File: src/design/proc_pkg.sv
package proc_pkg;

   parameter int word_w = 16;

   // Opcode in inst[15:12], codes above HALT are illegal
   typedef enum logic [3:0] {
      NOP  = 4'd0,
      ADD  = 4'd1,
      SUB  = 4'd2,
      AND  = 4'd3,
      OR   = 4'd4,
      ADDI = 4'd5,
      LD   = 4'd6,
      ST   = 4'd7,
      BEQZ = 4'd8,
      HALT = 4'd9
   } opcode_e;

   typedef enum logic [1:0] {
      IDLE,
      LOAD_ACK,
      RUN,
      DONE
   } run_state_e;

   typedef struct packed {
      logic [5:0]        addr;
      logic [word_w-1:0] data;
   } load_word_t;

   typedef struct packed {
      logic              valid;
      logic [word_w-1:0] pc;
      logic [word_w-1:0] inst;
   } fd_reg_t;

   // rt holds the data register index for ST
   typedef struct packed {
      logic              valid;
      opcode_e           op;
      logic [2:0]        rd;
      logic [2:0]        rs;
      logic [2:0]        rt;
      logic              reg_wr;
      logic [word_w-1:0] pc;
      logic [word_w-1:0] a;
      logic [word_w-1:0] b;
      logic [word_w-1:0] imm;
   } dx_reg_t;

   typedef struct packed {
      logic              valid;
      opcode_e           op;
      logic [2:0]        rd;
      logic              reg_wr;
      logic [word_w-1:0] alu_out;
      logic [word_w-1:0] store_data;
   } xm_reg_t;

   typedef struct packed {
      logic              valid;
      opcode_e           op;
      logic [2:0]        rd;
      logic              reg_wr;
      logic [word_w-1:0] wdata;
   } mw_reg_t;

   typedef struct packed {
      logic              wr;
      logic [2:0]        rd;
      logic [word_w-1:0] data;
   } wb_bus_t;

endpackage

File: src/design/fetch_stage.sv
`timescale 1ns/100ps

module fetch_stage import proc_pkg::*; #(
   parameter int IMEM_DEPTH = 64
) (
   input  logic              clk,
   input  logic              rst_n,
   input  logic              run,
   input  logic              restart,
   input  logic              stall,
   input  logic              branch_taken,
   input  logic [word_w-1:0] branch_target,
   input  logic              imem_we,
   input  load_word_t        imem_wr,
   output fd_reg_t           fd
);

   localparam int addr_w = $clog2(IMEM_DEPTH);

   logic [word_w-1:0] imem [IMEM_DEPTH];
   logic [word_w-1:0] pc;

   // Host write port, only used while the core is stopped
   always_ff @(posedge clk) begin
      if (imem_we) begin
         imem[imem_wr.addr] <= imem_wr.data;
      end
   end

   always_ff @(posedge clk) begin
      if (!rst_n || restart) begin
         pc       <= '0;
         fd.valid <= 1'b0;
      end else if (run) begin
         if (branch_taken) begin
            // Redirect and drop the wrong-path fetch
            pc       <= branch_target;
            fd.valid <= 1'b0;
         end else if (!stall) begin
            pc       <= pc + 1'b1;
            fd.valid <= 1'b1;
            fd.pc    <= pc;
            fd.inst  <= imem[pc[addr_w-1:0]];
         end
      end
   end

endmodule

File: src/design/decode_stage.sv
`timescale 1ns/100ps

module decode_stage import proc_pkg::*; (
   input  logic              clk,
   input  logic              rst_n,
   input  logic              run,
   input  logic              restart,
   input  logic              flush,
   input  fd_reg_t           fd,
   input  wb_bus_t           wb,
   input  logic              xm_is_load,
   input  logic [2:0]        xm_rd,
   input  logic [2:0]        dbg_sel,
   output dx_reg_t           dx,
   output logic              stall,
   output logic              illegal,
   output logic [word_w-1:0] dbg_data
);

   logic [word_w-1:0] regs [8];
   opcode_e           op;
   logic [2:0]        rd;
   logic [2:0]        rs;
   logic [2:0]        rt;
   logic [word_w-1:0] imm;
   logic [word_w-1:0] rdata_a;
   logic [word_w-1:0] rdata_b;
   logic              legal;
   logic              uses_rs;
   logic              uses_rt;
   logic              reg_wr;
   logic              issue;
   logic              halt_pend;

   assign op  = opcode_e'(fd.inst[15:12]);
   assign rd  = fd.inst[11:9];
   assign rs  = fd.inst[8:6];
   // ST reads its data register from the rd field
   assign rt  = (op == ST) ? fd.inst[11:9] : fd.inst[5:3];
   assign imm = {{(word_w-6){fd.inst[5]}}, fd.inst[5:0]};

   always_comb begin
      legal   = 1'b1;
      uses_rs = 1'b0;
      uses_rt = 1'b0;
      reg_wr  = 1'b0;
      case (op)
         NOP, HALT: ;
         ADD, SUB, AND, OR: begin
            uses_rs = 1'b1;
            uses_rt = 1'b1;
            reg_wr  = 1'b1;
         end
         ADDI, LD: begin
            uses_rs = 1'b1;
            reg_wr  = 1'b1;
         end
         ST: begin
            uses_rs = 1'b1;
            uses_rt = 1'b1;
         end
         BEQZ: uses_rs = 1'b1;
         default: legal = 1'b0;
      endcase
   end

   always_ff @(posedge clk) begin
      if (!rst_n) begin
         for (int i = 0; i < 8; i++) begin
            regs[i] <= '0;
         end
      end else if (wb.wr) begin
         regs[wb.rd] <= wb.data;
      end
   end

   // Write-before-read, a value retiring in W is visible here
   assign rdata_a  = (wb.wr && wb.rd == rs) ? wb.data : regs[rs];
   assign rdata_b  = (wb.wr && wb.rd == rt) ? wb.data : regs[rt];
   assign dbg_data = regs[dbg_sel];

   // Load in X feeding this instruction, hold one cycle
   assign stall = fd.valid && xm_is_load &&
                  ((uses_rs && rs == xm_rd) || (uses_rt && rt == xm_rd));

   assign issue   = fd.valid && !flush && !stall && !halt_pend;
   assign illegal = fd.valid && !flush && !halt_pend && !legal;

   always_ff @(posedge clk) begin
      if (!rst_n || restart) begin
         dx.valid  <= 1'b0;
         halt_pend <= 1'b0;
      end else if (run) begin
         dx.valid  <= issue && legal;
         // Nothing behind a HALT enters X
         if (issue && op == HALT) begin
            halt_pend <= 1'b1;
         end
         dx.op     <= op;
         dx.rd     <= rd;
         dx.rs     <= rs;
         dx.rt     <= rt;
         dx.reg_wr <= reg_wr;
         dx.pc     <= fd.pc;
         dx.a      <= rdata_a;
         dx.b      <= rdata_b;
         dx.imm    <= imm;
      end
   end

   // Writeback only happens in cycles where the core is running
   a_wb_in_run: assert property (@(posedge clk) disable iff (!rst_n) wb.wr |-> run);

endmodule

File: src/design/execute_stage.sv
`timescale 1ns/100ps

module execute_stage import proc_pkg::*; (
   input  logic              clk,
   input  logic              rst_n,
   input  logic              run,
   input  logic              restart,
   input  dx_reg_t           dx,
   input  wb_bus_t           mw_fwd,
   output xm_reg_t           xm,
   output logic              branch_taken,
   output logic [word_w-1:0] branch_target,
   output logic              xm_is_load,
   output logic [2:0]        xm_rd
);

   logic [word_w-1:0] op_a;
   logic [word_w-1:0] op_b;
   logic [word_w-1:0] alu_out;

   // Youngest producer wins: X/M, then M/W, then the register file
   function automatic logic [word_w-1:0] fwd_sel(
      input logic [2:0]        src,
      input logic [word_w-1:0] rf_val,
      input xm_reg_t           x,
      input wb_bus_t           w
   );
      if (x.valid && x.reg_wr && x.rd == src) begin
         return x.alu_out;
      end else if (w.wr && w.rd == src) begin
         return w.data;
      end
      return rf_val;
   endfunction

   assign op_a = fwd_sel(dx.rs, dx.a, xm, mw_fwd);
   assign op_b = fwd_sel(dx.rt, dx.b, xm, mw_fwd);

   always_comb begin
      case (dx.op)
         ADD:          alu_out = op_a + op_b;
         SUB:          alu_out = op_a - op_b;
         AND:          alu_out = op_a & op_b;
         OR:           alu_out = op_a | op_b;
         ADDI, LD, ST: alu_out = op_a + dx.imm;
         default:      alu_out = '0;
      endcase
   end

   assign branch_taken  = dx.valid && dx.op == BEQZ && op_a == '0;
   assign branch_target = dx.pc + 1'b1 + dx.imm;

   // Load currently in X, used by decode for the load-use check
   assign xm_is_load = dx.valid && dx.op == LD;
   assign xm_rd      = dx.rd;

   always_ff @(posedge clk) begin
      if (!rst_n || restart) begin
         xm.valid <= 1'b0;
      end else if (run) begin
         xm.valid      <= dx.valid;
         xm.op         <= dx.op;
         xm.rd         <= dx.rd;
         xm.reg_wr     <= dx.reg_wr;
         xm.alu_out    <= alu_out;
         xm.store_data <= op_b;
      end
   end

   // A taken branch leaves a bubble in D/X behind it
   a_branch_valid: assert property (@(posedge clk) disable iff (!rst_n)
      run && branch_taken |=> !dx.valid);

endmodule

File: src/design/memory_stage.sv
`timescale 1ns/100ps

module memory_stage import proc_pkg::*; #(
   parameter int DMEM_DEPTH = 64
) (
   input  logic    clk,
   input  logic    rst_n,
   input  logic    run,
   input  logic    restart,
   input  xm_reg_t xm,
   output wb_bus_t wb,
   output logic    halted
);

   localparam int addr_w = $clog2(DMEM_DEPTH);

   logic [word_w-1:0] dmem [DMEM_DEPTH];
   logic [word_w-1:0] rdata;
   mw_reg_t           mw;

   always_ff @(posedge clk) begin
      if (!rst_n) begin
         for (int i = 0; i < DMEM_DEPTH; i++) begin
            dmem[i] <= '0;
         end
      end else if (run && xm.valid && xm.op == ST) begin
         dmem[xm.alu_out[addr_w-1:0]] <= xm.store_data;
      end
   end

   // Read data lines up with mw
   always_ff @(posedge clk) begin
      if (run) begin
         rdata <= dmem[xm.alu_out[addr_w-1:0]];
      end
   end

   always_ff @(posedge clk) begin
      if (!rst_n || restart) begin
         mw.valid <= 1'b0;
      end else if (run) begin
         mw.valid  <= xm.valid;
         mw.op     <= xm.op;
         mw.rd     <= xm.rd;
         mw.reg_wr <= xm.reg_wr;
         mw.wdata  <= xm.alu_out;
      end
   end

   assign wb.wr   = run && mw.valid && mw.reg_wr;
   assign wb.rd   = mw.rd;
   assign wb.data = (mw.op == LD) ? rdata : mw.wdata;
   assign halted  = mw.valid && mw.op == HALT;

endmodule

File: src/design/run_control.sv
`timescale 1ns/100ps

module run_control import proc_pkg::*; (
   input  logic       clk,
   input  logic       rst_n,
   input  logic       load_req,
   input  load_word_t load,
   input  logic       start,
   input  logic       halted,
   input  logic       illegal,
   input  logic       expired,
   output logic       load_ack,
   output logic       imem_we,
   output load_word_t imem_wr,
   output logic       run,
   output logic       restart,
   output logic       done,
   output logic       err
);

   run_state_e state;
   run_state_e state_nxt;
   logic       stopped;

   assign stopped  = (state == IDLE) || (state == DONE);
   assign imem_we  = stopped && load_req;
   assign imem_wr  = load;
   assign restart  = stopped && start && !load_req;
   assign load_ack = (state == LOAD_ACK);
   assign run      = (state == RUN);

   always_comb begin
      state_nxt = state;
      case (state)
         IDLE, DONE: begin
            if (load_req) begin
               state_nxt = LOAD_ACK;
            end else if (start) begin
               state_nxt = RUN;
            end
         end
         // Hold ack until the host lets go of req
         LOAD_ACK: if (!load_req) state_nxt = IDLE;
         RUN:      if (halted || illegal || expired) state_nxt = DONE;
         default:  state_nxt = IDLE;
      endcase
   end

   always_ff @(posedge clk) begin
      if (!rst_n) begin
         state <= IDLE;
         done  <= 1'b0;
         err   <= 1'b0;
      end else begin
         state <= state_nxt;
         if (restart) begin
            done <= 1'b0;
            err  <= 1'b0;
         end else if (run && state_nxt == DONE) begin
            done <= 1'b1;
            // Clean HALT wins over a same-cycle error
            err  <= !halted;
         end
      end
   end

   a_no_ack_in_run: assert property (@(posedge clk) disable iff (!rst_n)
      load_ack |-> !run && $past(!run));

   a_we_one_pulse: assert property (@(posedge clk) disable iff (!rst_n)
      imem_we |=> !imem_we && load_ack);

endmodule

File: src/design/cycle_counter.sv
`timescale 1ns/100ps

module cycle_counter import proc_pkg::*; #(
   parameter int MAX_CYCLES = 1024
) (
   input  logic              clk,
   input  logic              rst_n,
   input  logic              run,
   input  logic              restart,
   output logic [word_w-1:0] cycles,
   output logic              expired
);

   localparam logic [word_w-1:0] limit = word_w'(MAX_CYCLES);

   // Stops at the limit, so a runaway program reports exactly MAX_CYCLES
   assign expired = (cycles >= limit);

   always_ff @(posedge clk) begin
      if (!rst_n || restart) begin
         cycles <= '0;
      end else if (run && !expired) begin
         cycles <= cycles + 1'b1;
      end
   end

endmodule

File: src/design/proc.sv
`timescale 1ns/100ps

module proc import proc_pkg::*; #(
   parameter int IMEM_DEPTH = 64,
   parameter int DMEM_DEPTH = 64,
   parameter int MAX_CYCLES = 1024
) (
   input  logic              clk,
   input  logic              rst_n,
   input  logic              load_req,
   input  load_word_t        load,
   input  logic              start,
   input  logic [2:0]        dbg_sel,
   output logic              load_ack,
   output logic              done,
   output logic              err,
   output logic [word_w-1:0] cycles,
   output logic [word_w-1:0] dbg_data
);

   load_word_t        imem_wr;
   logic              imem_we;
   logic              run;
   logic              restart;
   logic              stall;
   logic              illegal;
   logic              halted;
   logic              expired;
   logic              branch_taken;
   logic [word_w-1:0] branch_target;
   logic              xm_is_load;
   logic [2:0]        xm_rd;
   fd_reg_t           fd;
   dx_reg_t           dx;
   xm_reg_t           xm;
   wb_bus_t           wb;

   run_control i_run_control (.clk(clk), .rst_n(rst_n), .load_req(load_req), .load(load),
      .start(start), .halted(halted), .illegal(illegal), .expired(expired),
      .load_ack(load_ack), .imem_we(imem_we), .imem_wr(imem_wr), .run(run),
      .restart(restart), .done(done), .err(err));

   cycle_counter #(.MAX_CYCLES(MAX_CYCLES)) i_cycle_counter (.clk(clk), .rst_n(rst_n),
      .run(run), .restart(restart), .cycles(cycles), .expired(expired));

   fetch_stage #(.IMEM_DEPTH(IMEM_DEPTH)) i_fetch (.clk(clk), .rst_n(rst_n), .run(run),
      .restart(restart), .stall(stall), .branch_taken(branch_taken),
      .branch_target(branch_target), .imem_we(imem_we), .imem_wr(imem_wr), .fd(fd));

   // Taken branch in X flushes the instruction in D
   decode_stage i_decode (.clk(clk), .rst_n(rst_n), .run(run), .restart(restart),
      .flush(branch_taken), .fd(fd), .wb(wb), .xm_is_load(xm_is_load), .xm_rd(xm_rd),
      .dbg_sel(dbg_sel), .dx(dx), .stall(stall), .illegal(illegal), .dbg_data(dbg_data));

   execute_stage i_execute (.clk(clk), .rst_n(rst_n), .run(run), .restart(restart),
      .dx(dx), .mw_fwd(wb), .xm(xm), .branch_taken(branch_taken),
      .branch_target(branch_target), .xm_is_load(xm_is_load), .xm_rd(xm_rd));

   memory_stage #(.DMEM_DEPTH(DMEM_DEPTH)) i_memory (.clk(clk), .rst_n(rst_n), .run(run),
      .restart(restart), .xm(xm), .wb(wb), .halted(halted));

endmodule

File: config.mk
export PLATFORM = sky130hd
export DESIGN_NAME = proc
export DESIGN_NICKNAME = d
export VERILOG_FILES = /design/src/design/proc_pkg.sv /design/src/design/fetch_stage.sv /design/src/design/decode_stage.sv /design/src/design/execute_stage.sv /design/src/design/memory_stage.sv /design/src/design/run_control.sv /design/src/design/cycle_counter.sv /design/src/design/proc.sv
export SDC_FILE = /design/constraint.sdc
export NUM_CORES = 2
export LEC_CHECK = 0
export BUFFER_PORTS_ARGS = -buffer_cell sky130_fd_sc_hd__buf_2
export CAP_MARGIN = 20
export CORE_ASPECT_RATIO = 0.9
export CORE_UTILIZATION = 43
export DETAILED_ROUTE_END_ITERATION = 8
export SLEW_MARGIN = 20
export SYNTH_ARGS = -nofsm -noshare
export SYNTH_HDL_FRONTEND = slang
export SYNTH_SLANG_ARGS = --single-unit
File: constraint.sdc
create_clock -name clk -period 8.31 [get_ports clk]
set_input_delay 0.831 -clock clk [delete_from_list [all_inputs] [get_ports clk]]
set_output_delay 0.831 -clock clk [all_outputs]
set_load 0.05 [all_outputs]
# After elaboration in Yosys (flattened, before gate mapping)
# Memory sizes are Yosys's and may differ from the RTL's. A register that Yosys moved wholly into a read port is not among the register bits.
# Index checks and enable logic that the tools add are counted.
# word_totals
reg_bits	173
latch_bits	0
ram_bits	2176
rom_bits	0
in_bits	29
output_inout_bits	35
elab_cells	177
mem_count	3
# mem_list
name	words	width	rd	rd_ports_with_merged_regs	wr	line_no	source
i_fetch.imem	64	16	1	1	1	fetch_stage.sv:20	logic [word_w-1:0] imem [IMEM_DEPTH];
i_memory.dmem	64	16	1	1	64	memory_stage.sv:17	logic [word_w-1:0] dmem [DMEM_DEPTH];
i_decode.regs	8	16	3	2	8	decode_stage.sv:20	logic [word_w-1:0] regs [8];
# op_classes
add_sub_neg	7
n_mul	0
div_mod_pow	0
n_lt_le_gt_ge	1
n_eq_ne	31
shift	0
mux	43
bitwise	6
n_reduce_logical	58
# op_table
operator	n
$mux 16	11
$pmux 16 s5	1
$add 16x1->16 const B	3
$add 16x16->16	3
$eq 4x3->1 const B	10
$mux 33	1
$reduce_or 16->1	2
$logic_and 1x1->1	29
$mux 1	20
$eq 3x3->1	6
$mux 6	3
$and 16x16->16	1
$eq 4x2->1 const B	4
$eq 4x4->1 const B	4
$ge 16x11->1 const B	1
$logic_not 16->1	1
$or 16x16->16	1
$sub 16x16->16	1
$reduce_or 10->1	1
$eq 4x1->1 const B	2
$logic_not 1->1	8
$mux 2	4
$reduce_or 8->1	1
$eq 2x2->1 const B	3
14 further kinds	25

# Depth between registers and ports, before layout
# depth
word_depth	19
ltp_mapped	24
mapped_depth_nobuf	23

# By module
# From an unflattened synthesis, not the netlist that was laid out.
# hier_totals
hier_cells	7305
area_unflattened_um2	107869.7
# by_module_without_submodules
module	instances	cells_per_inst	area_each_um2	seq_area_each_um2
memory_stage	1	3618	48521.5	31970.7
fetch_stage	1	2015	41845.1	32170.9
decode_stage	1	1009	11773.8	5925.7
execute_stage	1	527	4535.6	1221.2
cycle_counter	1	85	773.2	320.3
run_control	1	51	420.4	80.1

# Worst setup path before layout
# OpenSTA, ideal clock, no wires.
# synth_path
path_kind	register -> register
start	register i_run_control.state[0]
end	register i_execute.xm[30] (netlist name)
setup_ns	0.269
arrival_time_ns	4.892
required_time_ns	8.041
path_slack_ns	3.149
path_stages_with_launch	25
n_path_buf	2
cell_sequence	dfxtp_1 -> inv_1 -> ha_1 -> nand3_1 -> nor4_2 -> buf_2 -> buf_2 -> nor2_1 -> a211oi_1 -> a21oi_1 -> inv_1 -> nor3_1 -> a21oi_1 -> o21ai_0 -> ha_1 -> nor2b_1 -> o21ai_0 -> a21oi_1 -> o21a_1 -> o21ai_0 -> a21oi_1 -> o31a_1 -> o41ai_1 -> xor2_1 -> o21ai_0
# synth_via
elab_chain_cells	9
# synth_lines
element	line_no	source
start: declaration	run_control.sv:21	run_state_e state;
start signal: assignment	run_control.sv:55	state <= state_nxt;
$eq 2x2->1 (*)	run_control.sv:30	assign run = (state == RUN);
$logic_and 1x1->1 (*) (2 in a row)	memory_stage.sv:50	assign wb.wr = run && mw.valid && mw.reg_wr;
$logic_and 1x1->1 (*)	execute_stage.sv:30	end else if (w.wr && w.rd == src) begin
$mux 1 (*)	execute_stage.sv:30	
$mux 1 (*)	execute_stage.sv:28	if (x.valid && x.reg_wr && x.rd == src) begin
$mux 16 (*)	execute_stage.sv:33	return rf_val;
via i_execute.op_b[2]	execute_stage.sv:18	logic [word_w-1:0] op_b;
$sub 16x16->16 or $add 16x16->16 (tied branches)	execute_stage.sv:42, execute_stage.sv:41	
$pmux 16 s5 (*)	execute_stage.sv:40	case (dx.op)
via i_execute.alu_out[14]	execute_stage.sv:19	logic [word_w-1:0] alu_out;
# The timed path passes the listed nets; every way through them passes the cells marked *.
# A chain may end at the register's enable or synchronous reset.

# Worst setup path in the final report
# layout_path
start	register i_memory.mw[20] (netlist name)
end	register i_execute.xm[31] (netlist name)
# layout_via
elab_chain_cells	7
# layout_lines
element	line_no	source
start: declaration	memory_stage.sv:19	mw_reg_t mw;
$eq 4x3->1 (*)	memory_stage.sv:52	assign wb.data = (mw.op == LD) ? rdata : mw.wdata;
$mux 16 (*)	memory_stage.sv:52	
$mux 16 (*)	execute_stage.sv:30	
$mux 16 (*)	execute_stage.sv:28	
$mux 16 (*)	execute_stage.sv:33	
via i_execute.op_b[10]	execute_stage.sv:18	
$sub 16x16->16 or $add 16x16->16 (tied branches)	execute_stage.sv:42, execute_stage.sv:41	
$pmux 16 s5 (*)	execute_stage.sv:40	
via i_execute.alu_out[15]	execute_stage.sv:19	
# The timed path passes the listed nets; every way through them passes the cells marked *. The select of a mux whose other input is x is not followed.

==> out/qor.yml <==
floorplan:
  chipHeight_um: 462
  ios: 64
  dieArea_mm2: 0.237
  initial_utilization: 0.433
  die_x_um: 513
  core_mm2: 0.233
  rows: 168
logic_synthesis:
  ys_ff_latch: 2373
  yosysWarnings: 0
  yosysSeqAreaShare: 0.701
  mappedNetlistArea_mm2: 0.101
  syn_inst: 6385
  yosys-top-cells-count: "edfxtp_1, and2_1, clkbuf_1"
  yosys.area.top_type_share: 0.694
  synth_cell_type_count: 69
  synth_area_leader_cell: "edfxtp_1"
  synth.most_common_cell: "edfxtp_1"
  post_synth.cell_area_avg_um2: 15.8
  yosys-top-cells-area: "edfxtp_1, mux4_2, and2_1"
  synth-edff-count: 2336
  ys_async_sr_fraction: 0
  synth-main-ff-cell: "edfxtp_1"
  syn_nets: 6444
cells_and_area:
  instances_no_fill: 9676
  fillers: 19486
  seq_area_mm2: 0.0709
  nNetsFinal: 6481
  syn_to_final_growth_pct: 12.1
  multi_input_area_mm2: 0.0288
  layout-drive-gt1-share: 0.187
grt:
  grtUsageMet1: 0.342
  grt_pass1_wl_mm: 411
  antenna_found_initial: 16
  grt-busiest-layer: "met2"
  overflow: 0
  grt.met3_usage: 0.0422
  met2_usage: 0.374
  grt_max_degree: 104
  track_usage: 0.239
  grt_pass1_vias: 57473
route:
  wl_mm: 285
  drtPass1Iterations: 6
  ant_nets: 0
  routed-via-count: 58181
  viasPerCell: 6.01
  drt_iter0_markers: 7675
  drc: 0
  routedWlPerCell_um: 29.5
hold_path:
  hold_class: "in2reg"
  holdPathStages: 4
timing:
  worst_clock_skew_ns: 0.0649
  finalSetupViolCount: 0
  worstMarginPinSlew_ns: 1.12
  hold_viol: 0
  setup_tns_ns: 0
  max_freq_mhz: 173
  drv_slew: 0
  slew_headroom: 0.233
  period_minus_slack_ns: 5.80
  period_share: 0.698
  rsz0062_at_grt: "false"
clock_network:
  ctsResizeCount: 0
  clockBufferDepth: 3
  tritoncts: "yes"
  cts_hold_buf: 0
  clock-sinks: 2373
  cts_setup_buffers: 0
  numCtsBuffers: 234
  insertion_delay_ns: 0.89
  htree_num_levels: 4
  path_clk_slew_ns: 0.07
  root_buffer: "clkbuf_16"
power:
  fin_total_pwr_mw: 25.1
  powerDensity_mw_per_mm2: 221
  max-vdd-ir-drop_v: 0.000229
  leakage_nw: 37.2
setup_path:
  reg2reg_depth: 17
  crit_cells: 17
  crit_path_max_fanout: 17
  slowest_delay_ns: 0.85
  crit_chain: "nor4bb_4, buf_4, mux2i_1, and2_1, o31ai_1, or4_1, or2_2, a21oi_1, o21ai_0, ha_1, nand2_1, o31ai_1, a31oi_1, nand3_1, a221oi_1, nor2_1, nand3_1"
  crit_path_top_delay_cell: "mux2i_1"
  endpoint_kind: "flop"
  path_buf_inv: 1
  crit_arrival_ns: 6.40
  crit_required_ns: 8.92
  path_class: "reg2reg"
  crit_family: "simple AND/OR/NAND/NOR gates"
  startpoint_type: "flop"
run_status:
  status: "finished, final reports clean"
placed_design:
  place_inst: 9241
  post-dp-hpwl_mm: 162
  gp_congestion: 0.859
  io_buffers: 63
run:
  maxCapViolCount: 0
## layout by cell type, fill, tap and decap left out, types with 74 or more instances in the layout
| cell type | instances |
|---|---|
| edfxtp_1 | 2336 |
| clkbuf_16 | 237 |
| a22oi_1 | 356 |
| and2_1 | 1040 |
| nand2_1 | 268 |
| a221oi_1 | 74 |
| buf_4 | 249 |
| a21oi_1 | 99 |
| nor2_1 | 293 |
| mux4_2 | 400 |
## stage by stage
stage / area [um^2] / hold slack, ns / utilization / setup slack, ns
after floorplan: 101000 / 0.400 / - / 3.15
after global placement: 106000 / 0.403 / 0.453 / 2.60
after detailed placement: 106000 / 0.405 / 0.454 / 2.62
after CTS: 113000 / 0.230 / 0.485 / 2.58
after global routing: 113000 / 0.286 / 0.486 / 2.15
final: 113000 / 0.315 / 0.486 / 2.51
## path summary, 6_finish.rpt
kind / slack (ns) / start / to
hold / removal: 0.32 / start / i_run_control.state[0]
setup / recovery: 2.51 / i_memory.mw[20] / i_execute.xm[31]
hold reg to reg: 0.42 / i_fetch.fd[20] / i_decode.dx[52]
setup reg to reg: 2.51 / i_memory.mw[20] / i_execute.xm[31]
## kinds of logic after synthesis
logic type	count (synthesis)	synth area share
muxes	500	0.0996
buffers and inverters	544	0.0206
DFF	2373	0.701
AOI/OAI and AO/OA	946	0.0665
xor gates and xnor gates	52	0.00458
adders and majority gates	30	0.00386
and+or+nand+nor	1940	0.104
## flip-flops by register name, indices dropped and copies added (netlist names), named ones only
register and count:
i_memory.mw 22, i_cycle_counter.cycles 16, i_fetch.fd 23, i_run_control.state 2
i_run_control.err 1, i_decode.dx 59, i_memory.rdata 16, i_memory.wb 3
i_decode.halt_pend 1, i_fetch.pc 6, i_run_control.done 1, i_memory.dmem 1024
i_fetch.imem 1024, i_execute.xm 41, i_decode.regs 128
## final cells by class
cell class / instances / share of cell area
Antenna cell: 4 / 0.0000883
Multi-Input combinational cell: 3468 / 0.254
Sequential cell: 2373 / 0.625
Clock inverter: 133 / 0.0107
Tap cell: 3060 / 0.0338
Clock buffer: 293 / 0.0543
Timing Repair Buffer: 313 / 0.0205
Inverter: 32 / 0.00106
## where the power goes
| part | internal [mW] | total, mW | switching [mW] |
|---|---|---|---|
| registers | 13.4 | 13.5 | 0.112 |
| logic | 0.437 | 1.31 | 0.875 |
| clock network | 5.66 | 10.3 | 4.65 |
| total | 19.5 | 25.1 | 5.64 |
## routing by layer
layer  routed length [um]  up-vias
met5                   48        -
li1                     -    24794
met1               120000    30252
met3                24900      456
met2               132000     2671
met4                 8220        8
## worst min-delay path, delay by kind of cell
family | cells | cell delay (ns)
compound gates | 2 | 0.12
simple gates | 1 | 0.07
buf+inv | 1 | 0.12
No activity file was read; power rests on OpenSTA's default activity.
